<file path="config.mk">
export PLATFORM = sky130hd
export DESIGN_NAME = regfile
export DESIGN_NICKNAME = d
export VERILOG_FILES = /design/src/issue_pkg.sv /design/src/regfile.sv
export VERILOG_INCLUDE_DIRS = /design/src
export SDC_FILE = /design/constraint.sdc
export NUM_CORES = 2
export LEC_CHECK = 0
export BUFFER_PORTS_ARGS = -buffer_cell sky130_fd_sc_hd__buf_2
export CAP_MARGIN = 20
export CORE_UTILIZATION = 35
export CTS_CLUSTER_DIAMETER = 60
export DETAILED_ROUTE_END_ITERATION = 10
export PLACE_DENSITY_LB_ADDON = 0.1
export SLEW_MARGIN = 20
export SYNTH_ARGS = -nofsm -noshare
export SYNTH_HDL_FRONTEND = slang
export SYNTH_SLANG_ARGS = --single-unit
</file>
<file path="constraint.sdc">
create_clock -name clk -period 5.8 [get_ports clk]
set_clock_uncertainty 0.15 [all_clocks]
set_input_delay 0.87 -clock clk [delete_from_list [all_inputs] [get_ports clk]]
set_output_delay 0.87 -clock clk [all_outputs]
set_load 0.005 [all_outputs]
</file>
<file path="src/issue_params.svh">
`ifndef ISSUE_PARAMS_SVH
`define ISSUE_PARAMS_SVH

// issue queue depth and its pointer width
`define ISSUE_QUEUE_SIZE 32
`define ISSUE_QUEUE_WIDTH 5

// architectural register file
`define NUM_REGS 32
`define REG_ADDR_W 5

// datapath width
`define DATA_W 32

`endif

</file>
<file path="src/issue_pkg.sv">
`include "issue_params.svh"

package issue_pkg;

    typedef logic [`DATA_W-1:0] word_t;
    typedef logic [`REG_ADDR_W-1:0] reg_addr_t;

    // operation classes seen by the issue stage
    typedef enum logic [3:0] {
        ALU,
        LOAD,
        STORE,
        BRANCH,
        JUMP,
        MULT,
        MULTU,
        DIV,
        DIVU,
        MFHI,
        MFLO,
        MTHI,
        MTLO,
        SYSCALL,
        ERET
    } op_t;

    typedef struct packed {
        op_t  op;
        logic regwrite;
        logic branch;
        logic jump;
        logic hiwrite;
        logic lowrite;
        logic hitoreg;
        logic lotoreg;
        // SYSCALL and ERET
        logic exception;
    } ctl_t;

    typedef struct packed {
        logic      valid;
        word_t     pc;
        word_t     raw_instr;
        word_t     imm;
        reg_addr_t ra1;
        reg_addr_t ra2;
        reg_addr_t rdst;
        ctl_t      ctl;
    } decode_data_t;

    typedef struct packed {
        logic      valid;
        word_t     pc;
        word_t     raw_instr;
        word_t     imm;
        reg_addr_t rdst;
        ctl_t      ctl;
        logic      is_slot;
        word_t     rd1;
        word_t     rd2;
    } issue_data_t;

    typedef struct packed {
        reg_addr_t ra1;
        reg_addr_t ra2;
    } bypass_req_t;

    typedef struct packed {
        logic  ready;
        logic  bypass;
        word_t data;
    } bypass_out_t;

    typedef struct packed {
        logic      valid;
        reg_addr_t rdst;
        word_t     data;
    } wb_port_t;

endpackage

</file>
<file path="src/regfile.sv">
`timescale 1ns/10ps
`include "issue_params.svh"

module regfile
    import issue_pkg::*;
(
    input  logic      clk,
    input  logic      reset,
    input  wb_port_t  wb [1:0],
    input  reg_addr_t ra [3:0],
    output word_t     rd [3:0]
);

    word_t regs [`NUM_REGS];

    // start from a known all-zero state
    always_ff @(posedge clk) begin
        if (reset) begin
            for (int r = 0; r < `NUM_REGS; r++) begin
                regs[r] <= '0;
            end
        end else begin
            // port 1 written last, so it wins on a clash
            for (int p = 0; p < 2; p++) begin
                if (wb[p].valid && wb[p].rdst != '0) begin
                    regs[wb[p].rdst] <= wb[p].data;
                end
            end
        end
    end

    // asynchronous reads, r0 hard-wired
    always_comb begin
        for (int k = 0; k < 4; k++) begin
            if (ra[k] == '0) begin
                rd[k] = '0;
            end else begin
                rd[k] = regs[ra[k]];
            end
        end
    end

endmodule

</file>
==> flow_results.org <==
** Cells and area
- Share of final-layout standard cells stronger than drive strength 1 :: 0.366
- Leaving out fill and tap cells, the most frequent cells in the layout are sky130_fd_sc_hd__edfxtp_1, sky130_fd_sc_hd__a22o_1, sky130_fd_sc_hd__mux4_2.
- The finished layout holds 8094 standard cells, fillers aside.
- # nets final :: 5232
- The largest registers in the layout are regs (1024).
- Area growth from synthesis to layout :: 12.8%
- Register with the most flip-flops :: regs
- The register with the most flip-flops in the layout has 1024 of them.
- Most common library cell in the layout ignoring fill and taps :: sky130_fd_sc_hd__edfxtp_1

** Logic synthesis
- Number of synthesis warnings :: 0
- Post-synthesis area per instance :: 14.4 um^2
- After synthesis the netlist holds a flip-flop and latch count of 1024.
- Biggest area consumer among synthesized cells :: sky130_fd_sc_hd__edfxtp_1
- Fraction of synthesized cell area taken by the top area cell type :: 0.410
- Leading post-synthesis cells by cell area :: sky130_fd_sc_hd__edfxtp_1, sky130_fd_sc_hd__mux4_2, sky130_fd_sc_hd__a22o_1
- The synthesized netlist occupies a cell area of 75100 um^2.
- Yosys mapped the design onto 44 distinct sky130hd cell types.
- Fraction of the yosys area taken by sequential cells :: 0.410
- In the synthesized netlist, the number of instances is 5229.

** Floorplan
- The initialized floorplan defines 169 standard-cell rows.
- Die Wd :: 465 um
- Core Footprint :: 213000 um^2
- For this configuration, the core starts out at a cell density of 0.353.
- Total Die Area :: 216000 um^2
- The floorplan step set the die height to 465 um.
- 226 I/O pins were placed.

** STA
- Period utilisation layout :: 0.910
- Endpoints failing setup :: 0
- The routed design could run at a clock period as short as 5.28 ns.
- Measured against its own limit, the worst slew margin works out to 0.150.
- Measured slew at the worst slew-check pin :: 1.27 ns
- Setup total negative slack on the finished layout was measured at 0 ns.
- Derived from the worst setup path, the maximum achievable clock frequency is 0.189 GHz.
- Final count of pins violating max slew :: 0
- Setup repair after global routing missed its margin :: false
- Final hold violation count :: 0

** Clock network
- The longest clock path from root to sink contains 3 buffers.
- After clock tree synthesis, the flow added hold-fix buffers numbering 0.
- Worst-path clk slew :: 0.06 ns
- CTS Buf Count :: 147
- Post-CTS sizing :: 0
- Buffers added to address setup during post-CTS repair amount to 0.
- Master cell of the clock root buffer :: sky130_fd_sc_hd__clkbuf_16
- CTS tree :: done
- H-tree depth :: 4
- CTS Sinks :: 1024

** Place
- Placer's final routability congestion estimate :: 0.939
- The count of buffers added on input and output ports is 225.
- Detailed placement finished with a half-perimeter wire length of 265 mm.
- Inst Count DP :: 7804

** Detailed routing
- In the routed design, unresolved DRC markers number 0.
- In the final routed layout, each cell accounts on average for 52.6 um.
- First-pass detailed-route iteration total :: 6
- Antenna violation net count after detailed routing :: 0
- Using the TritonRoute via totals, the vias-per-cell ratio works out to 7.75.
- For this block, the via count after detailed routing is 62752.
- WL final :: 426 mm
- Number of DRC markers in iteration 0 :: 10491

** Global routing
- Total global routing overflow :: 0
- First-pass GRT wire length :: 559 mm
- The via count of the first global-routing pass came to 59135.
- Entering global routing, the biggest net connects 76 pins.
- Overall fraction of global-route tracks in use :: 0.385
- The initial antenna violation count was 45.

** Power and ir drop
- Reported leakage power :: 27.8 nW
- Peak supply drop :: 272 uV
- Power Density :: 272 nW/um^2

** Worst setup path
- Kind of critical path :: primary input to output port
- Critical path endpoint :: rd[102]
- Walking the worst path, the cells encountered are buf_6, inv_4, nor2_2, buf_4, a22oi_1, a311oi_1, buf_2.
- Slowest Stage Delay on Critical Path :: 1.10 ns
- The critical path crosses 7 cells after its start point.
- Data arrives at the worst endpoint at 4.26 ns.
- Count of buffer and inverter cells on the critical path :: 4
- Type of element launching the critical path :: primary input
- Slowest cell on the critical path :: sky130_fd_sc_hd__a311oi_1
- Maximum net fanout on the critical path :: 32
- Critical path required time :: 4.78 ns
- STA classifies the critical path endpoint as an output port.
- The kind of cell with the highest combined delay along the critical path is buffers and inverters.
- The most critical setup path has its startpoint at ra[15].

** Hold path
- Worst Hold Class :: primary input to flop

** Run
- Max-capacitance violation count :: 0

** Outcome
- Status :: completed
-- cell usage after synthesis, drive strengths merged --
library cell	number
edfxtp	1024
a22o	992
mux4	896
clkbuf	468
buf	343
mux2i	256
o21ai	222
nor2b	136
a211oi	128
a22oi	128
a311oi	128
mux2	128
a221oi	94
nand2	70
nor2	68
nor3	39
o2111ai	34
or3	33
nand3b	7
or3b	5
and2	4
inv	4
nand2b	4
or2	4
or4	4
nand4bb	3
nand3	2
nand4b	2
conb	1
nor3b	1
or4b	1
-- worst min path at each step --
stage | from | endpoint | slack [ns] | cells after the start
2_1_floorplan | wb[0] | regs[1][0] | 0.92 | 1
3_3_place_gp | reset | regs[0][1] | 1.31 | 1
3_5_place_dp | reset | regs[0][1] | 1.31 | 1
4_1_cts | reset | regs[0][1] | 0.44 | 1
5_1_grt | reset | regs[0][1] | 0.47 | 1
6_report | reset | regs[0][1] | 0.49 | 1
-- final cells by class --
| cell class | count | area [um^2] |
|---|---|---|
| fillers | 19750 | 128000 |
| repair buffers | 536 | 4310 |
| diodes | 27 | 67.6 |
| multi-input cells | 3421 | 41200 |
| well taps | 2821 | 3530 |
| clock buffers | 177 | 3940 |
| clock inverters | 84 | 903 |
| inverters | 4 | 25.0 |
| flip-flops and latches | 1024 | 30700 |
-- report_power, final --
group          internal [mW]  total (mW)  switching, mW  leakage, nW
registers               8.62        9.07          0.455         9.77
clock network           5.52        9.34           3.82         2.34
logic                   1.82        4.62           2.80         15.7
-- per-stage QoR --
stage | cell area [um^2] | power [mW] | utilization | hold slack, ns | setup slack [ns]
final | 84700 | 23.0 | 0.398 | 0.494 | 0.522
after CTS | 84600 | 22.9 | 0.398 | 0.445 | 0.732
after global placement | 79700 | 13.6 | 0.375 | 1.31 | 0.731
after floorplan | 75200 | 11.6 | - | 0.922 | 2.49
after global routing | 84700 | 23.4 | 0.398 | 0.474 | 0.637
after detailed placement | 79800 | 13.6 | 0.375 | 1.31 | 0.749
-- cell families (layout without fill, tap and decap cells) --
kind of cell	Yosys count	in the layout	share of synthesized area
AOI/OAI and AO/OA	1726	1726	0.186
other	1	59	0.0000499
and+or+nand+nor	383	383	0.0322
buffers and inverters	815	801	0.0502
DFF	1024	1024	0.410
muxes	1280	1280	0.322
-- per-layer routing --
metal	part of all wire	wire length, um	track usage	vias to the layer above
li1	-	-	-	22621
met1	0.37	158000	0.492	33191
met2	0.41	176000	0.539	5665
met3	0.14	59000	0.150	1249
met4	0.075	32000	0.249	26
met5	0.00039	168	0.00373	-
No activity file was read; power rests on OpenSTA's default activity.
