## src/issue_params.svh

```systemverilog
`ifndef ISSUE_PARAMS_SVH
`define ISSUE_PARAMS_SVH

// issue queue depth and its pointer width
`define ISSUE_QUEUE_SIZE 32
`define ISSUE_QUEUE_WIDTH 5

// architectural register file
`define NUM_REGS 32
`define REG_ADDR_W 5

// datapath width
`define DATA_W 32

`endif

```

## src/issue_pkg.sv

```systemverilog
`include "issue_params.svh"

package issue_pkg;

    typedef logic [`DATA_W-1:0] word_t;
    typedef logic [`REG_ADDR_W-1:0] reg_addr_t;

    // operation classes seen by the issue stage
    typedef enum logic [3:0] {
        ALU,
        LOAD,
        STORE,
        BRANCH,
        JUMP,
        MULT,
        MULTU,
        DIV,
        DIVU,
        MFHI,
        MFLO,
        MTHI,
        MTLO,
        SYSCALL,
        ERET
    } op_t;

    typedef struct packed {
        op_t  op;
        logic regwrite;
        logic branch;
        logic jump;
        logic hiwrite;
        logic lowrite;
        logic hitoreg;
        logic lotoreg;
        // SYSCALL and ERET
        logic exception;
    } ctl_t;

    typedef struct packed {
        logic      valid;
        word_t     pc;
        word_t     raw_instr;
        word_t     imm;
        reg_addr_t ra1;
        reg_addr_t ra2;
        reg_addr_t rdst;
        ctl_t      ctl;
    } decode_data_t;

    typedef struct packed {
        logic      valid;
        word_t     pc;
        word_t     raw_instr;
        word_t     imm;
        reg_addr_t rdst;
        ctl_t      ctl;
        logic      is_slot;
        word_t     rd1;
        word_t     rd2;
    } issue_data_t;

    typedef struct packed {
        reg_addr_t ra1;
        reg_addr_t ra2;
    } bypass_req_t;

    typedef struct packed {
        logic  ready;
        logic  bypass;
        word_t data;
    } bypass_out_t;

    typedef struct packed {
        logic      valid;
        reg_addr_t rdst;
        word_t     data;
    } wb_port_t;

endpackage

```

## src/operand_bypass.sv

```systemverilog
`timescale 1ns/10ps
`include "issue_params.svh"

module operand_bypass
    import issue_pkg::*;
(
    input  logic        clk,
    input  logic        reset,
    input  logic        flush,
    input  bypass_req_t req [1:0],
    input  word_t       rf_data [3:0],
    input  wb_port_t    wb [1:0],
    input  issue_data_t issued [1:0],
    output bypass_out_t opnd [3:0]
);

    // pending destination per register
    logic [`NUM_REGS-1:0] busy;
    logic [`NUM_REGS-1:0] busy_next;
    reg_addr_t            ra [3:0];

    always_comb begin
        for (int i = 0; i < 2; i++) begin
            ra[2*i]   = req[i].ra1;
            ra[2*i+1] = req[i].ra2;
        end
    end

    // writeback this cycle beats the register file, port 1 first
    always_comb begin
        for (int k = 0; k < 4; k++) begin
            opnd[k].ready  = 1'b1;
            opnd[k].bypass = 1'b0;
            opnd[k].data   = rf_data[k];
            if (ra[k] != '0) begin
                if (wb[1].valid && wb[1].rdst == ra[k]) begin
                    opnd[k].bypass = 1'b1;
                    opnd[k].data   = wb[1].data;
                end else if (wb[0].valid && wb[0].rdst == ra[k]) begin
                    opnd[k].bypass = 1'b1;
                    opnd[k].data   = wb[0].data;
                end else if (busy[ra[k]]) begin
                    opnd[k].ready = 1'b0;
                end
            end
        end
    end

    // a new writer wins over a writeback to the same register
    always_comb begin
        busy_next = busy;
        for (int p = 0; p < 2; p++) begin
            if (wb[p].valid) begin
                busy_next[wb[p].rdst] = 1'b0;
            end
        end
        for (int p = 0; p < 2; p++) begin
            if (issued[p].valid && issued[p].ctl.regwrite) begin
                busy_next[issued[p].rdst] = 1'b1;
            end
        end
        busy_next[0] = 1'b0;
    end

    always_ff @(posedge clk) begin
        if (reset) begin
            busy <= '0;
        end else if (flush) begin
            busy <= '0;
        end else begin
            busy <= busy_next;
        end
    end

endmodule

```

## config.mk

```make
export PLATFORM = sky130hd
export DESIGN_NAME = operand_bypass
export DESIGN_NICKNAME = d
export VERILOG_FILES = /design/src/issue_pkg.sv /design/src/operand_bypass.sv
export VERILOG_INCLUDE_DIRS = /design/src
export SDC_FILE = /design/constraint.sdc
export NUM_CORES = 1
export LEC_CHECK = 0
export BUFFER_PORTS_ARGS = -buffer_cell sky130_fd_sc_hd__buf_4
export CELL_PAD_IN_SITES_DETAIL_PLACEMENT = 1
export CELL_PAD_IN_SITES_GLOBAL_PLACEMENT = 2
export CORE_AREA = 2 2 282 284
export DETAILED_ROUTE_END_ITERATION = 10
export DIE_AREA = 0 0 284 286
export GPL_TIMING_DRIVEN = 0
export PLACE_DENSITY_LB_ADDON = 0.1
export SLEW_MARGIN = 0
export SYNTH_ARGS = -nofsm -noshare
export SYNTH_HDL_FRONTEND = slang
export SYNTH_SLANG_ARGS = --single-unit
```

## constraint.sdc

```tcl
create_clock -name clk -period 7.65 [get_ports clk]
set_input_delay 1.53 -clock clk [delete_from_list [all_inputs] [get_ports clk]]
set_output_delay 1.53 -clock clk [all_outputs]
set_load 0.005 [all_outputs]
```

==> results of run 1 <==
## worst paths after layout
kind                                 end  slack [ns]  cells after the start
worst max register to register  busy[11]        6.62                      2
worst max-delay path             opnd[1]        2.09                     10
worst min-delay path            busy[16]        0.58                      2
worst min register to register  busy[16]        0.58                      2
## critical path, stage by stage
cell    delay, ns
buf_4        0.15
buf_6        0.16
xor2_2       0.18
nor4_2       0.49
and3_1       0.29
buf_6        0.14
buf_6        0.20
mux2_1       0.43
mux2_2       0.29
buf_4        0.14
## cell type report
type / count / area, sq um / share of cell area, %
Antenna cell: 8 / 20.02 / 0.1810
Buffer: 66 / 467.9 / 4.232
Clock buffer: 6 / 128.9 / 1.165
Clock inverter: 2 / 12.51 / 0.1131
Inverter: 8 / 30.03 / 0.2716
Multi-Input combinational cell: 590 / 5736 / 51.87
Sequential cell: 31 / 620.6 / 5.612
Tap cell: 1050 / 1314 / 11.88
Timing Repair Buffer: 362 / 2729 / 24.68
## metal layers
| layer | track usage, % | vias up | wire [um] |
|---|---|---|---|
| met4 | 2.342 | 12 | 471 |
| met2 | 25.73 | 337 | 30830 |
| met3 | 3.724 | 52 | 3988 |
| met1 | 16.96 | 3835 | 24790 |
| li1 | - | 3443 | - |
| met5 | 0 | - | 70 |
## placed cells by master (no fill, tap or decap), drive strengths merged, types with 2 or more instances in the layout
cell type,count
buf,417
mux2,262
nor2,44
a22oi,35
xor2,32
dfxtp,31
nand2,27
mux2i,24
a222oi,24
mux4,19
clkbuf,17
nor3b,14
and3,10
nor3,10
diode,8
xnor2,8
inv,8
a21oi,8
and3b,8
nor4,8
nor2b,7
o21ai,6
and2,5
a32o,5
a221oi,5
nand3b,3
nand3,3
a211oi,3
or4,3
nand4,2
nand4b,2
a32oi,2
## power by group
part	switching [mW]	internal [mW]	leakage, nW
Sequential	0.00202	0.162	0.250
Clock	0.0836	0.120	0.0669
Combinational	0.231	0.254	4.05
Total	0.316	0.537	4.36
## stage by stage
step / area [sq um] / total power [mW] / cells
3_3_place_gp: 10840 / 0.6631 / 2104
3_5_place_dp: 10900 / 0.6616 / 2107
2_1_floorplan: 6834 / 0.3682 / 695
5_1_grt: 11050 / 0.8986 / 2120
6_report: 11060 / 0.8530 / 2123
4_1_cts: 11040 / 0.8690 / 2115
## cells by family after synthesis
| family | Yosys count |
|---|---|
| muxes | 305 |
| DFF | 31 |
| buffers and inverters | 74 |
| xor gates and xnor gates | 40 |
| and+or+nand+nor | 150 |
| AOI/OAI and AO/OA | 95 |
==> results.cfg, run 1 <==
[run_status]
outcome = finished, final reports clean

[global_routing]
grt_use_total_pct = 14.20
grt_max_degree = 11
grt-ovfl-total = 0
grt_pass1_vias = 8036
grt_pass1_wl_mm = 78.77
antenna_found_initial = 33

[floorplanning]
start_util_pct = 8.722
ios = 721
fp.dieH_um = 286
coreArea_sq_um = 78360
die_x_um = 284
dieArea_sq_um = 81220
rows = 103

[final_layout]
area_growth_pct = 61.81
utilization_pct = 14.11
drive_above_1_share_pct = 61.60
top_register = busy
reg_top3 = busy x31
largest_reg_flops = 31
final_nets = 1649
fillers = 9314

[routing]
drc = 0
vias_per_cell = 3.617
routed_wl_mm = 60.16
drt_iter0_drc = 444
wl_per_cell_um = 28.33
dr.pass1.iters = 5
detail-route-antenna-nets = 0
vias = 7679

[critical_path]
cp.arrival_ns = 4.03
critPathMaxFanout = 10
crit_start = wb[72]
reg2reg_from = busy[11]
worstSetupPathType = in2out
crit_path_end_kind = primary output
startpoint_type = primary input
required_ns = 6.12

[power_and_ir_drop]
vdd_drop_max_mv = 0.08215
p_leak_nw = 4.364
power_density_nw_per_um2 = 77.14

[clock_network]
cts-root-buf = clkbuf_16
cts_resized = 0
numCtsBuffers = 5
clock_latency_ns = 0.28
cts_tree = built
clkSinkCount = 31
holdBufCountCts = 0
htree_levels = 2
post-cts-setup-buffers = 0
clkSlewWorstSetupHoldPaths_ns = 0.06
clk_path_buf_depth = 2

[synthesis]
yosys.area_share.xor_xnor_pct = 5.456
synth_top_area_share_pct = 27.35
ys_warn_count = 0
syn_area_sq_um = 6834
yosysSeqAreaShare_pct = 9.081
synth_top_area_cell = mux2_2
async_reset_ff_share_pct = 0
synth.distinct_cells = 53
syn_inst = 695
synthMuxAreaShare_pct = 54.65
yosys.area_share.simple_pct = 12.08
synthTopCellsByArea = mux2_2, mux2_1, dfxtp_1
synth_ff_type = dfxtp_1
synth_common_cells = mux2_2, mux2_1, nor2_1
synth.most_common_cell = mux2_2
synth_top_family_by_area = multiplexers
synth.net_count = 1280
synthAdderAreaFrac_pct = 0
synth_compound_area_share_pct = 11.44
synth_edf_count = 0
ys_ff_latch = 31
syn_avg_cell_area_sq_um = 9.833

[worst_hold_path]
hp-class = reg2reg
min-delay-start = busy[16]

[timing]
min_period_over_period_pct = 72.67
setup-tns-final_ns = 0
slew_headroom_pct = 8.543
finalMaxSlewViolations = 0
hold_viol_final = 0
setup_slack_ns = 2.091
tightest_slew_ns = 1.361
fin_crit_ns = 5.559
rsz0062_at_grt = false
holdWs_ns = 0.5798
finalClockSkew_ns = 0
fmax_ghz = 0.1799
finalSetupViolCount = 0

[place]
io_buffers = 359
hpwlAfterDp_mm = 51.32
gp_congestion = 0.8032
pre_cts_ws_ns = 2.097

[job]
drv_cap = 0
(Power assumes the default switching activity.)
==> run 2: changes to the inputs <==
Settings changed: CORE_AREA 2 2 282 284 to 2 2 281 283, DIE_AREA 0 0 284 286 to 0 0 283 285.
Clock period 7.65 ns to 4.79 ns, I/O delays scaled along.
==> run 2 against run 1 <==
  * The run now ends with max-capacitance violations left
  * Setup slack got worse by 1.6 ns
  * Die area decreased by 0.70%
  * Via count decreased by 0.76%
  * Critical path depth decreased by 3
  * Sequential share of layout area about the same
  * Final cell count decreased by 0.14%
  * Register-to-register slack got worse by 2.8 ns
  * Routed wire length decreased by 2.2%
  * Cell area decreased by 0.14%
  * Clock skew unchanged
  * Non-clock buffer count unchanged
  * Largest power group unchanged
==> results.cfg, run 2 (same netlist as run 1, synthesis figures left out) <==
[run_status]
outcome = finished, violations left
failed_checks = max-capacitance violations

[global_routing]
grt_max_degree = 11
grt_pass1_wl_mm = 77.53
grt-ovfl-total = 0
grt_pass1_vias = 7769
grt_use_total_pct = 13.96
antenna_found_initial = 36

[worst_hold_path]
min_to = busy[17]
min-delay-start = busy[17]
hp-class = reg2reg
whs_path_depth = 2

[place]
pre_cts_ws_ns = 0.4880
hpwlAfterDp_mm = 49.88
dp.cells = 2107
io_buffers = 359
gp_congestion = 0.7775

[final_layout]
final_nets = 1649
final_cell_mix = buf_4, mux2_2, mux2_1
area_growth_pct = 61.59
largest_reg_flops = 31
layout.cells.most_common = buf_4
final-instance-count-excl-fill = 2120
top_register = busy
reg_top3 = busy x31
drive_above_1_share_pct = 61.50

[timing]
setup-tns-final_ns = 0
finalMaxSlewViolations = 0
finalSetupViolCount = 0
setup_slack_ns = 0.5308
tightest_slew_ns = 1.476
finalClockSkew_ns = 0
fin_crit_ns = 4.259
rsz0062_at_grt = false
hold_viol_final = 0
fmax_ghz = 0.2348
slew_headroom_pct = 0.8443
min_period_over_period_pct = 88.92

[critical_path]
worstSetupPathType = in2out
reg2reg_from = busy[23]
crit_top_cell = buf_4
required_ns = 3.83
max_stage_delay_ns = 0.56
r2r.worst_path.cells = 2
slowest_stage = or4_4
critPathMaxFanout = 10
startpoint_type = primary input
worst_path_dominant_cell_family = buffers and inverters
cp_cell_sequence = buf_4, buf_2, or4_4, o21ai_2, buf_4, mux2_2, buf_4
crit_start = req[0]
critical_path_buf_inv_count = 4
cp.arrival_ns = 3.30
crit_path_end_kind = primary output
rrSetupSlack_ns = 3.79
worstReg2RegEnd = busy[23]

[clock_network]
post-cts-setup-buffers = 0
clk_path_buf_depth = 2
cts_tree = built
clock_latency_ns = 0.28
numCtsBuffers = 5
htree_levels = 2
clkSlewWorstSetupHoldPaths_ns = 0.05
holdBufCountCts = 0
clkSinkCount = 31
cts_resized = 0
cts-root-buf = clkbuf_16

[floorplanning]
ios = 721
coreArea_sq_um = 77970
fp.dieH_um = 285
rows = 103
die_x_um = 283
start_util_pct = 8.765
dieArea_sq_um = 80660

[routing]
dr.pass1.iters = 5
detail-route-antenna-nets = 0
routed_wl_mm = 58.84
vias_per_cell = 3.595
drt_iter0_drc = 425
wl_per_cell_um = 27.76
vias = 7621
drc = 0

[job]
drv_cap = 1

[power_and_ir_drop]
power_density_nw_per_um2 = 121.8
p_leak_nw = 4.365
vdd_drop_max_mv = 0.09517
==> run 2: cell count changes in the layout (fill, tap and decap cells not counted), sizes merged <==
cell / change
diode: -3
clkbuf: +1
clkinvlp: -1
==> run 2: routing by layer <==
layer  share of wire [%]  global-route usage (%)
met3                 6.2                   3.664
met4                0.71                  0.6782
met1                  43                   17.12
met2                  50                   25.46
met5                0.19                       0
==> run 2: worst max path at each step <==
stage / endpoint / slack, ns / cells past startpoint
2_1_floorplan: opnd[68] / 1.23 / 8
3_3_place_gp: opnd[47] / 0.50 / 7
3_5_place_dp: opnd[65] / 0.49 / 7
4_1_cts: opnd[65] / 0.47 / 7
5_1_grt: opnd[47] / 0.45 / 7
6_report: opnd[60] / 0.53 / 7
==> run 2: power by group <==
group	internal, mW	switching [mW]	total (mW)
registers	0.259	0.00297	0.262
clock network	0.192	0.125	0.317
logic	0.405	0.361	0.766
==> run 2: through the flow <==
stage / utilization, % / hold WS [ns] / total power [mW] / cell area, sq um
2_1_floorplan: - / 0.4601 / 0.5880 / 6834
6_report: 14.16 / 0.5879 / 1.345 / 11040
3_3_place_gp: 13.91 / 0.5711 / 1.050 / 10840
3_5_place_dp: 13.97 / 0.5773 / 1.047 / 10890
4_1_cts: 14.15 / 0.5850 / 1.373 / 11030
5_1_grt: 14.15 / 0.6092 / 1.427 / 11030
==> run 2: layout make-up <==
type | instances | area [sq um]
fill | 9148 | 66930
multi-input combinational | 590 | 5736
timing repair buffer | 362 | 2725
tap | 1050 | 1314
sequential | 31 | 620.6
buffer | 66 | 467.9
clock buffer | 7 | 132.6
inverter | 8 | 30.03
antenna | 5 | 12.51
clock inverter | 1 | 5.005
==> run 2: worst min-delay path, delay by kind of cell, from the launching register on <==
family | cells | cell delay (ns)
and+or+nand+nor | 1 | 0.09
DFF | 1 | 0.39
AOI/OAI and AO/OA | 1 | 0.05
