**config.mk**
```make
export PLATFORM = sky130hd
export DESIGN_NAME = pair_check
export DESIGN_NICKNAME = d
export VERILOG_FILES = /design/src/issue_pkg.sv /design/src/pair_check.sv
export VERILOG_INCLUDE_DIRS = /design/src
export SDC_FILE = /design/constraint.sdc
export NUM_CORES = 1
export LEC_CHECK = 0
export BUFFER_PORTS_ARGS = -buffer_cell sky130_fd_sc_hd__buf_2
export CORE_AREA = 2 2 152 154
export DETAILED_ROUTE_END_ITERATION = 10
export DIE_AREA = 0 0 154 156
export GPL_ROUTABILITY_DRIVEN = 0
export PLACE_DENSITY_LB_ADDON = 0.15
export SYNTH_ARGS = -nofsm -noshare
export SYNTH_HDL_FRONTEND = slang
export SYNTH_SLANG_ARGS = --single-unit
```
**constraint.sdc**
```tcl
create_clock -name vclk -period 3.3
set_clock_uncertainty 0.1 [all_clocks]
set_input_delay 0.33 -clock vclk [all_inputs]
set_output_delay 0.33 -clock vclk [all_outputs]
set_load 0.02 [all_outputs]
```
**src/issue_params.svh**
```systemverilog
`ifndef ISSUE_PARAMS_SVH
`define ISSUE_PARAMS_SVH

// issue queue depth and its pointer width
`define ISSUE_QUEUE_SIZE 32
`define ISSUE_QUEUE_WIDTH 5

// architectural register file
`define NUM_REGS 32
`define REG_ADDR_W 5

// datapath width
`define DATA_W 32

`endif

```
**src/issue_pkg.sv**
```systemverilog
`include "issue_params.svh"

package issue_pkg;

    typedef logic [`DATA_W-1:0] word_t;
    typedef logic [`REG_ADDR_W-1:0] reg_addr_t;

    // operation classes seen by the issue stage
    typedef enum logic [3:0] {
        ALU,
        LOAD,
        STORE,
        BRANCH,
        JUMP,
        MULT,
        MULTU,
        DIV,
        DIVU,
        MFHI,
        MFLO,
        MTHI,
        MTLO,
        SYSCALL,
        ERET
    } op_t;

    typedef struct packed {
        op_t  op;
        logic regwrite;
        logic branch;
        logic jump;
        logic hiwrite;
        logic lowrite;
        logic hitoreg;
        logic lotoreg;
        // SYSCALL and ERET
        logic exception;
    } ctl_t;

    typedef struct packed {
        logic      valid;
        word_t     pc;
        word_t     raw_instr;
        word_t     imm;
        reg_addr_t ra1;
        reg_addr_t ra2;
        reg_addr_t rdst;
        ctl_t      ctl;
    } decode_data_t;

    typedef struct packed {
        logic      valid;
        word_t     pc;
        word_t     raw_instr;
        word_t     imm;
        reg_addr_t rdst;
        ctl_t      ctl;
        logic      is_slot;
        word_t     rd1;
        word_t     rd2;
    } issue_data_t;

    typedef struct packed {
        reg_addr_t ra1;
        reg_addr_t ra2;
    } bypass_req_t;

    typedef struct packed {
        logic  ready;
        logic  bypass;
        word_t data;
    } bypass_out_t;

    typedef struct packed {
        logic      valid;
        reg_addr_t rdst;
        word_t     data;
    } wb_port_t;

endpackage

```
**src/pair_check.sv**
```systemverilog
`timescale 1ns/10ps

module pair_check
    import issue_pkg::*;
(
    input  decode_data_t cand1,
    input  decode_data_t cand2,
    input  bypass_out_t  opnd [3:0],
    input  logic         stall,
    output logic [1:0]   issue_en,
    output logic         have_slot
);

    logic ready1;
    logic ready0;
    logic bj1;
    logic raw_hazard;
    logic both_muldiv;
    logic hilo_hazard;
    logic block0;
    logic pair_ok;

    function automatic logic is_muldiv(op_t op);
        return op inside {MULT, MULTU, DIV, DIVU};
    endfunction

    // operands 3,2 belong to slot 1, operands 1,0 to slot 0
    assign ready1 = cand1.valid & opnd[2].ready & opnd[3].ready & ~stall;
    assign ready0 = cand2.valid & opnd[0].ready & opnd[1].ready;

    assign bj1 = cand1.ctl.branch | cand1.ctl.jump;

    // a delay slot may read the branch's destination
    assign raw_hazard = cand1.ctl.regwrite & ~bj1
                      & ((cand1.rdst == cand2.ra1) | (cand1.rdst == cand2.ra2));

    assign both_muldiv = is_muldiv(cand1.ctl.op) & is_muldiv(cand2.ctl.op);

    assign hilo_hazard = (cand1.ctl.hiwrite & cand2.ctl.hitoreg)
                       | (cand1.ctl.lowrite & cand2.ctl.lotoreg);

    assign block0 = raw_hazard
                  | both_muldiv
                  | hilo_hazard
                  | cand2.ctl.branch
                  | cand2.ctl.jump
                  | cand1.ctl.exception;

    assign pair_ok = ready0 & ~block0;

    // branch or jump waits until its delay slot can go too
    always_comb begin
        issue_en[1] = ready1 & (~bj1 | pair_ok);
        issue_en[0] = issue_en[1] & pair_ok;
    end

    assign have_slot = bj1 & issue_en[1];

endmodule

```
==> qor.yml, run 1 <==
outcome:
  status: "finished, final reports clean"
clock_tree:
  post_cts_buffers: 0
  cts_hold_buffers: 0
  cts_resized: 0
synthesis:
  syn_nets: 417
  synth.distinct_cells: 17
  synth_top_cell_by_area: "xor2_1"
  yosysWarnings: 0
  ys_top_cells_by_area: "xor2_1, or4b_2, xnor2_1"
  ys_top_cells_by_count: "xor2_1, nor2_1"
  yosysTopAreaCellShare: 0.299
  syn_inst: 32
  avgSynthCellArea_um2: 7.31
  netlist_area_um2: 234
  synth.most_common_cell: "xor2_1"
  seq_area_frac_synth: 0
cells_and_area:
  ff_latch_area_um2: 0
  final_layout_size_suffix_gt1_frac: 0.613
  synthToLayoutAreaGrowth_pct: 244
  fin_nets: 462
  fin_area_um2: 806
  clkbuf_count: 0
  num_antenna_cells: 0
  fillers: 2657
  instances_no_fill: 360
  n_sequential_cell: 0
placed_design:
  numPortBuffers: 43
  dp_hpwl_mm: 2.18
  place_area_um2: 806
  dp_cells: 360
grt:
  antenna_found_initial: 3
  grt_remaining_overflow: 0
  grt_pass1_vias: 405
  grt_pass1_wl_mm: 3.00
  grt_max_degree: 4
  grt_usage: 0.0178
die:
  row_count: 55
  core_region_area_um2: 22400
  io-pin-count: 388
  start_util: 0.0105
  die_w_um: 154
  die_area_um2: 24000
  fp.dieH_um: 156
setup_path:
  slowest_delay_ns: 0.49
  cp.required_ns: 2.87
  cpMostUsedCell: "buf_2"
  worstPathMaxFanout: 3
  start_kind: "input pin"
  cp_cell_sequence: "buf_2, nand4b_1, or4_1, a211o_1, and3b_1, buf_2"
  end_kind: "output port"
  cp.arrival_ns: 1.85
  path_class: "input pin to output port"
  cp_slowest_cell: "or4_1"
route:
  viasPerCell: 1.12
  wl_per_cell_um: 6.20
  drt_iter0_drc: 6
  vias: 403
  route.detailed.drc: 0
  wirelength_mm: 2.23
  ant_nets: 0
  drtPass1Iterations: 2
power:
  power_mw: 0.0479
  ir_worst_vdd_mv: 0.0212
  powerDensity_nw_per_um2: 59.4
  p_leak_nw: 0.255
sta:
  fmax_ghz: 0.439
  period_share: 0.690
  tightest_slew_ns: 0.402
  final-max-slew-violation-count: 0
  min_period_ns: 2.28
  slew_headroom: 0.730
  hold_viol: 0
  rsz0062_at_grt: "no"
  tns_ns: 0
  fin_worst_hold_slack_ns: 0.890
  final-setup-viol-count: 0
min_path:
  hp-class: "input pin to output port"
job:
  maxCapViolCount: 0
[worst max-delay path: cells and delay by family]
family / cells / cell delay [ns]
compound gates: 1 / 0.32
buf+inv: 2 / 0.26
simple gates: 3 / 0.93
[stage by stage]
| step | setup WS [ns] | utilization |
|---|---|---|
| 3_5_place_dp | 0.958 | 0.0360 |
| 4_1_cts | 0.958 | 0.0360 |
| 3_3_place_gp | 0.965 | 0.0360 |
| 2_1_floorplan | 1.35 | - |
| 5_1_grt | 0.889 | 0.0360 |
| 6_report | 1.02 | 0.0360 |
[layer usage]
layer,vias up,global-route usage,wire [um],part of all wire
met5,-,0,39,0.017
met4,6,0,2,0.00090
met3,6,0.0136,373,0.17
met2,34,0.0237,757,0.34
met1,149,0.0238,1060,0.47
li1,208,-,-,-
[final cells by class]
type               instances  area (um2)  area share
multi-input cells         32         234       0.290
repair buffers            43         215       0.267
well taps                285         357       0.443
[power by group]
group          leakage (nW)  internal (mW)  total (mW)  switching [mW]
combinational         0.255         0.0265      0.0479          0.0214
clock                     0              0           0               0
sequential                0              0           0               0
[cells by family (layout without fill, tap and decap cells)]
logic type,Yosys count,after routing,share of synthesized area
and+or+nand+nor,17,17,0.465
xor gates and xnor gates,10,10,0.374
AOI/OAI and AO/OA,5,5,0.160
buffers and inverters,0,43,0
[layout by cell type (no fill, tap or decap)]
| cell type | instances |
|---|---|
| o21ai_2 | 1 |
| and3b_1 | 1 |
| nand4_1 | 2 |
| nand2b_1 | 2 |
| nor2_1 | 4 |
| nor4_1 | 2 |
| a22oi_1 | 1 |
| xnor2_1 | 2 |
| a211o_1 | 1 |
| xor2_1 | 8 |
| o21ai_0 | 1 |
| o31ai_1 | 1 |
| or4_1 | 1 |
| or4b_2 | 2 |
| nand4b_1 | 1 |
| nand2_1 | 1 |
| nand3b_1 | 1 |
| buf_2 | 43 |
[path summary, 6_finish.rpt]
check | cells past startpoint | startpoint | slack, ns | to
hold / removal | 3 | cand1[6] | 0.89 | issue_en[1]
setup / recovery | 6 | stall | 1.02 | issue_en[0]
Note: power is estimated with default switching activity, not from simulation.
==> run 2: changes to the inputs <==
==> constraint.sdc (replaced) <==
create_clock -name vclk -period 1.83
set_clock_uncertainty 0.1 [all_clocks]
set_input_delay 0.183 -clock vclk [all_inputs]
set_output_delay 0.183 -clock vclk [all_outputs]
set_load 0.02 [all_outputs]
==> run 2 against run 1 <==
Effect of this change:
- the run now ends with setup timing left
- wire length increased by 0.49%
- utilization increased by 0.29 points
- design area increased by 7.9%
- worst hold slack got worse by 0.31 ns
- critical endpoint unchanged
==> qor.yml, run 2 (synthesis results as in run 1) <==
outcome:
  status: "finished, violations left"  # was finished, final reports clean
  violations: "setup timing"
cells_and_area:
  n_sequential_cell: 0  # unchanged
  final_common_cell: "buf_2"  # unchanged
  fillers: 2645  # was 2657
  fin_util: 0.0389  # was 0.0360
  final_layout_size_suffix_gt1_frac: 0.667  # was 0.613
  clkbuf_count: 0  # unchanged
  ff_latch_area_um2: 0  # unchanged
  synthToLayoutAreaGrowth_pct: 272  # was 244%
  fin_nets: 465  # was 462
  num_antenna_cells: 0  # unchanged
  final_cell_mix: "buf_2, xor2_1, buf_4"  # was buf_2, xor2_1, nor2_1
sta:
  min_period_ns: 1.89
  slew_headroom: 0.726  # was 0.730
  rsz0062_at_grt: "yes"  # was no
  final-max-slew-violation-count: 0  # unchanged
  fmax_ghz: 0.528
  tightest_slew_ns: 0.409  # was 0.402 ns
  period_share: 1.04
  final-setup-viol-count: 2  # was 0
  setup_slack_ns: -0.0644  # was 1.02 ns
  hold_viol: 0  # unchanged
  tns_ns: -0.111  # was 0 ns
placed_design:
  numPortBuffers: 43  # unchanged
  dp_hpwl_mm: 2.17  # was 2.18 mm
power:
  p_int_mw: 0.0507  # was 0.0265 mW
  p_leak_nw: 0.274  # was 0.255 nW
  ir_worst_vdd_mv: 0.0331  # was 0.0212 mV
  power_switching_mw: 0.0386  # was 0.0214 mW
  netSwitchingFraction: 0.432  # was 0.447
  seq_power_share: 0  # about the same
  comb_power_share: 1.000  # about the same
  powerDensity_nw_per_um2: 103  # was 59.4 nW/um2
  power_frac_clock: 0  # about the same
setup_path:
  cpMostUsedCell: "buf_6"  # was buf_2
  worstPathMaxFanout: 3  # unchanged
  critPathBufInv: 2  # unchanged
  slowest_delay_ns: 0.50  # was 0.49 ns
  cp.arrival_ns: 1.61  # was 1.85 ns
  cp_cell_sequence: "buf_6, nand4b_1, or4_4, a211o_4, and3b_1, buf_6"  # was buf_2, nand4b_1, or4_1, a211o_1, and3b_1, buf_2
  path_class: "input pin to output port"  # unchanged
  critPathTopFamily: "simple AND/OR/NAND/NOR gates"  # unchanged
  cp_slowest_cell: "or4_4"  # was or4_1
  end_kind: "output port"  # unchanged
  start_kind: "input pin"  # unchanged
  cp.required_ns: 1.55  # was 2.87 ns
route:
  route.detailed.drc: 0  # unchanged
  viasPerCell: 1.16  # was 1.12
  wirelength_mm: 2.24  # was 2.23 mm
  drt_iter0_drc: 9  # was 6
  ant_nets: 0  # unchanged
  wl_per_cell_um: 6.18  # was 6.20 um
  vias: 422  # was 403
  drtPass1Iterations: 2  # unchanged
min_path:
  hp-class: "input pin to output port"  # unchanged
die:
  io-pin-count: 388  # unchanged
  row_count: 55  # unchanged
  die_area_um2: 24000  # unchanged
  die_w_um: 154  # unchanged
  core_region_area_um2: 22400  # unchanged
  fp.dieH_um: 156  # unchanged
  start_util: 0.0105  # unchanged
clock_tree:
  cts_hold_buffers: 0  # unchanged
grt:
  antenna_found_initial: 2  # was 3
  grt_pass1_vias: 429  # was 405
  grt_max_degree: 4  # unchanged
  grt_pass1_wl_mm: 2.99  # was 3.00 mm
  grt_remaining_overflow: 0  # unchanged
  grt_usage: 0.0179  # was 0.0178
job:
  maxCapViolCount: 0  # unchanged
## run 2: changes by cell type in the layout (fill, tap and decap cells not counted)
cell     change
or4_1        -1
nor2_4       +1
buf_6        +3
a211o_4      +1
a211o_1      -1
buf_2        -4
buf_4        +4
nor2_1       -1
or4_4        +1
## run 2: layout make-up
type | count | area [um2] | share of cell area
tap | 285 | 357 | 0.410
timing repair buffer | 46 | 259 | 0.298
multi-input combinational | 32 | 254 | 0.292
## run 2: path summary, 6_finish.rpt
check | startpoint | end | cells after the start
worst max-delay path | stall | issue_en[0] | 6
worst min-delay path | cand1[5] | issue_en[1] | 3
## run 2: power groups by stage
stage          Combinational, mW  Sequential, mW  Clock, mW
3_3_place_gp              0.0887               0          0
2_1_floorplan             0.0273               0          0
4_1_cts                   0.0933               0          0
3_5_place_dp              0.0893               0          0
5_1_grt                    0.102               0          0
6_report                  0.0893               0          0
## run 2: what timing repair did
item	4_1_cts	5_1_grt
resized for setup	9	1
setup endpoints to repair	3	3
buffers inserted	2	0
hold endpoints to repair	0	0
pin swaps	2	1
## run 2: per-layer routing
layer | global-route usage | up-vias | wire [um]
li1 | - | 214 | -
met1 | 0.0221 | 166 | 958
met2 | 0.0246 | 34 | 786
met3 | 0.0156 | 4 | 472
met4 | 0 | 4 | 2
met5 | 0 | - | 23
## run 2: tightest hold or removal path, cell delays in order
cell	delay (ns)
buf_2	0.09
o31ai_1	0.06
buf_4	0.16
## run 2: metrics by stage
stage | std cells | hold slack, ns | area (um2) | setup WS (ns) | total power, mW
2_1_floorplan | 32 | 0.408 | 234 | 0.170 | 0.0273
3_3_place_gp | 361 | 0.595 | 813 | -0.205 | 0.0887
3_5_place_dp | 361 | 0.584 | 813 | -0.186 | 0.0893
4_1_cts | 363 | 0.579 | 866 | -0.155 | 0.0933
5_1_grt | 363 | 0.595 | 870 | -0.169 | 0.102
6_report | 363 | 0.577 | 870 | -0.0644 | 0.0893
==> run 3: changes to the inputs <==
--- a/config.mk
+++ b/config.mk
@@ -6,10 +6,10 @@
 export SDC_FILE = /design/constraint.sdc
 export NUM_CORES = 1
 export LEC_CHECK = 0
-export BUFFER_PORTS_ARGS = -buffer_cell sky130_fd_sc_hd__buf_2
 export CORE_AREA = 2 2 152 154
 export DETAILED_ROUTE_END_ITERATION = 10
 export DIE_AREA = 0 0 154 156
+export DONT_BUFFER_PORTS = 1
 export GPL_ROUTABILITY_DRIVEN = 0
 export PLACE_DENSITY_LB_ADDON = 0.15
 export SYNTH_ARGS = -nofsm -noshare
==> run 3 against run 2 <==
Effect of this change:
- the run now ends clean
- die area unchanged
- critical path depth fell by 2
- fmax up 5.0%
- utilization decreased by 1.1 points
- non-clock buffer count shrank 43
- design area is 28% lower
- via count fell by 32%
- clock-buffer cell count stayed put
- global-route usage decreased by 0.12 points
- setup slack improved by 0.090 ns
- wire length shrank 7.4%
- worst hold slack got worse by 0.11 ns
- critical path type unchanged
- largest power group unchanged
==> qor.yml, run 3 (synthesis results as in run 1) <==
outcome:
  status: "finished, final reports clean"  # was finished, violations left
route:
  wl_per_cell_um: 6.49  # was 6.18 um
  vias: 288  # was 422
  route.detailed.drc: 0  # unchanged
  wirelength_mm: 2.08  # was 2.24 mm
  drt_iter0_drc: 2  # was 9
  viasPerCell: 0.900  # was 1.16
  drtPass1Iterations: 4  # was 2
  ant_nets: 0  # unchanged
cells_and_area:
  fin_util: 0.0280  # was 0.0389
  n_sequential_cell: 0  # unchanged
  multi_input_area_um2: 248  # was 254 um2
  clkbuf_count: 0  # unchanged
  fillers: 2646  # was 2645
  final_layout_size_suffix_gt1_frac: 0.257  # was 0.667
  synthToLayoutAreaGrowth_pct: 168  # was 272%
  fin_nets: 422  # was 465
  ff_latch_area_um2: 0  # unchanged
  num_antenna_cells: 0  # unchanged
  final_common_cell: "xor2_1"  # was buf_2
  final_cell_mix: "xor2_1, nor2_1, buf_4"  # was buf_2, xor2_1, buf_4
placed_design:
  dp_hpwl_mm: 2.05  # was 2.17 mm
  dp_worst_setup_slack_ns: -0.126  # was -0.186 ns
  numPortBuffers: 0  # was 43
grt:
  grt_usage: 0.0166  # was 0.0179
  grt_pass1_vias: 284  # was 429
  grt_max_degree: 4  # unchanged
  antenna_found_initial: 3  # was 2
  grt_remaining_overflow: 0  # unchanged
  grt_pass1_wl_mm: 2.54  # was 2.99 mm
die:
  die_w_um: 154  # unchanged
  fp.dieH_um: 156  # unchanged
  start_util: 0.0105  # unchanged
  core_region_area_um2: 22400  # unchanged
  row_count: 55  # unchanged
  die_area_um2: 24000  # unchanged
  io-pin-count: 388  # unchanged
power:
  power_mw: 0.0415  # was 0.0893 mW
  ir_worst_vdd_mv: 0.0217  # was 0.0331 mV
  powerDensity_nw_per_um2: 66.2  # was 103 nW/um2
  p_leak_nw: 0.0970  # was 0.274 nW
sta:
  hold_viol: 0  # unchanged
  tightest_slew_ns: 0.966  # was 0.409 ns
  final-setup-viol-count: 0  # was 2
  min_period_ns: 1.80  # was 1.89 ns
  final-max-slew-violation-count: 0  # unchanged
  rsz0062_at_grt: "yes"  # unchanged
  period_share: 0.986  # was 1.04
  tns_ns: 0  # was -0.111 ns
  fin_worst_hold_slack_ns: 0.464  # was 0.577 ns
  fmax_ghz: 0.554  # was 0.528 GHz
  slew_headroom: 0.350  # was 0.726
  setup_slack_ns: 0.0252  # was -0.0644 ns
setup_path:
  worstPathMaxFanout: 3  # unchanged
  cp_cell_sequence: "nand4b_1, or4_4, a211o_4, and3b_2"  # was buf_6, nand4b_1, or4_4, a211o_4, and3b_1, buf_6
  critPathTopFamily: "simple AND/OR/NAND/NOR gates"  # unchanged
  slowest_delay_ns: 0.51  # was 0.50 ns
  end_kind: "output port"  # unchanged
  cp.arrival_ns: 1.52  # was 1.61 ns
  cp.required_ns: 1.55  # about the same
  cp_slowest_cell: "or4_4"  # unchanged
  critPathBufInv: 0  # was 2
  path_class: "input pin to output port"  # unchanged
  start_kind: "input pin"  # unchanged
job:
  maxCapViolCount: 0  # unchanged
min_path:
  hp-class: "input pin to output port"  # unchanged
==> run 3: repair_timing <==
item                       CTS  global route
pin swaps                    0             0
gates resized for setup      2             1
setup endpoints to repair    3             3
cloned                       0             0
hold buffers                 0             0
buffers inserted             1             0
==> run 3: worst paths after layout <==
check      from           to  slack [ns]  cells past startpoint
max       stall  issue_en[0]        0.03                      4
min    cand1[6]  issue_en[1]        0.46                      1
==> run 3: layout make-up <==
class,count,share of cell area
tap,285,0.569
multi-input combinational,32,0.395
timing repair buffer,3,0.0359
==> run 3: per-layer routing <==
metal  track usage  vias to the layer above  share of wire
met1        0.0206                      114           0.40
li1              -                      128              -
met3        0.0153                        6           0.22
met5             0                        -          0.017
met2        0.0222                       34           0.36
met4             0                        6         0.0014
==> run 3: through the flow <==
stage                     cells  area, um2
after floorplan              32        234
after global placement      319        606
after detailed placement    319        606
after CTS                   320        623
after global routing        320        627
final                       320        627
==> run 3: report_power, final <==
part | leakage (nW) | total (mW) | internal (mW) | switching [mW]
Sequential | 0 | 0 | 0 | 0
Combinational | 0.0970 | 0.0415 | 0.0199 | 0.0216
Clock | 0 | 0 | 0 | 0
Total | 0.0970 | 0.0415 | 0.0199 | 0.0216
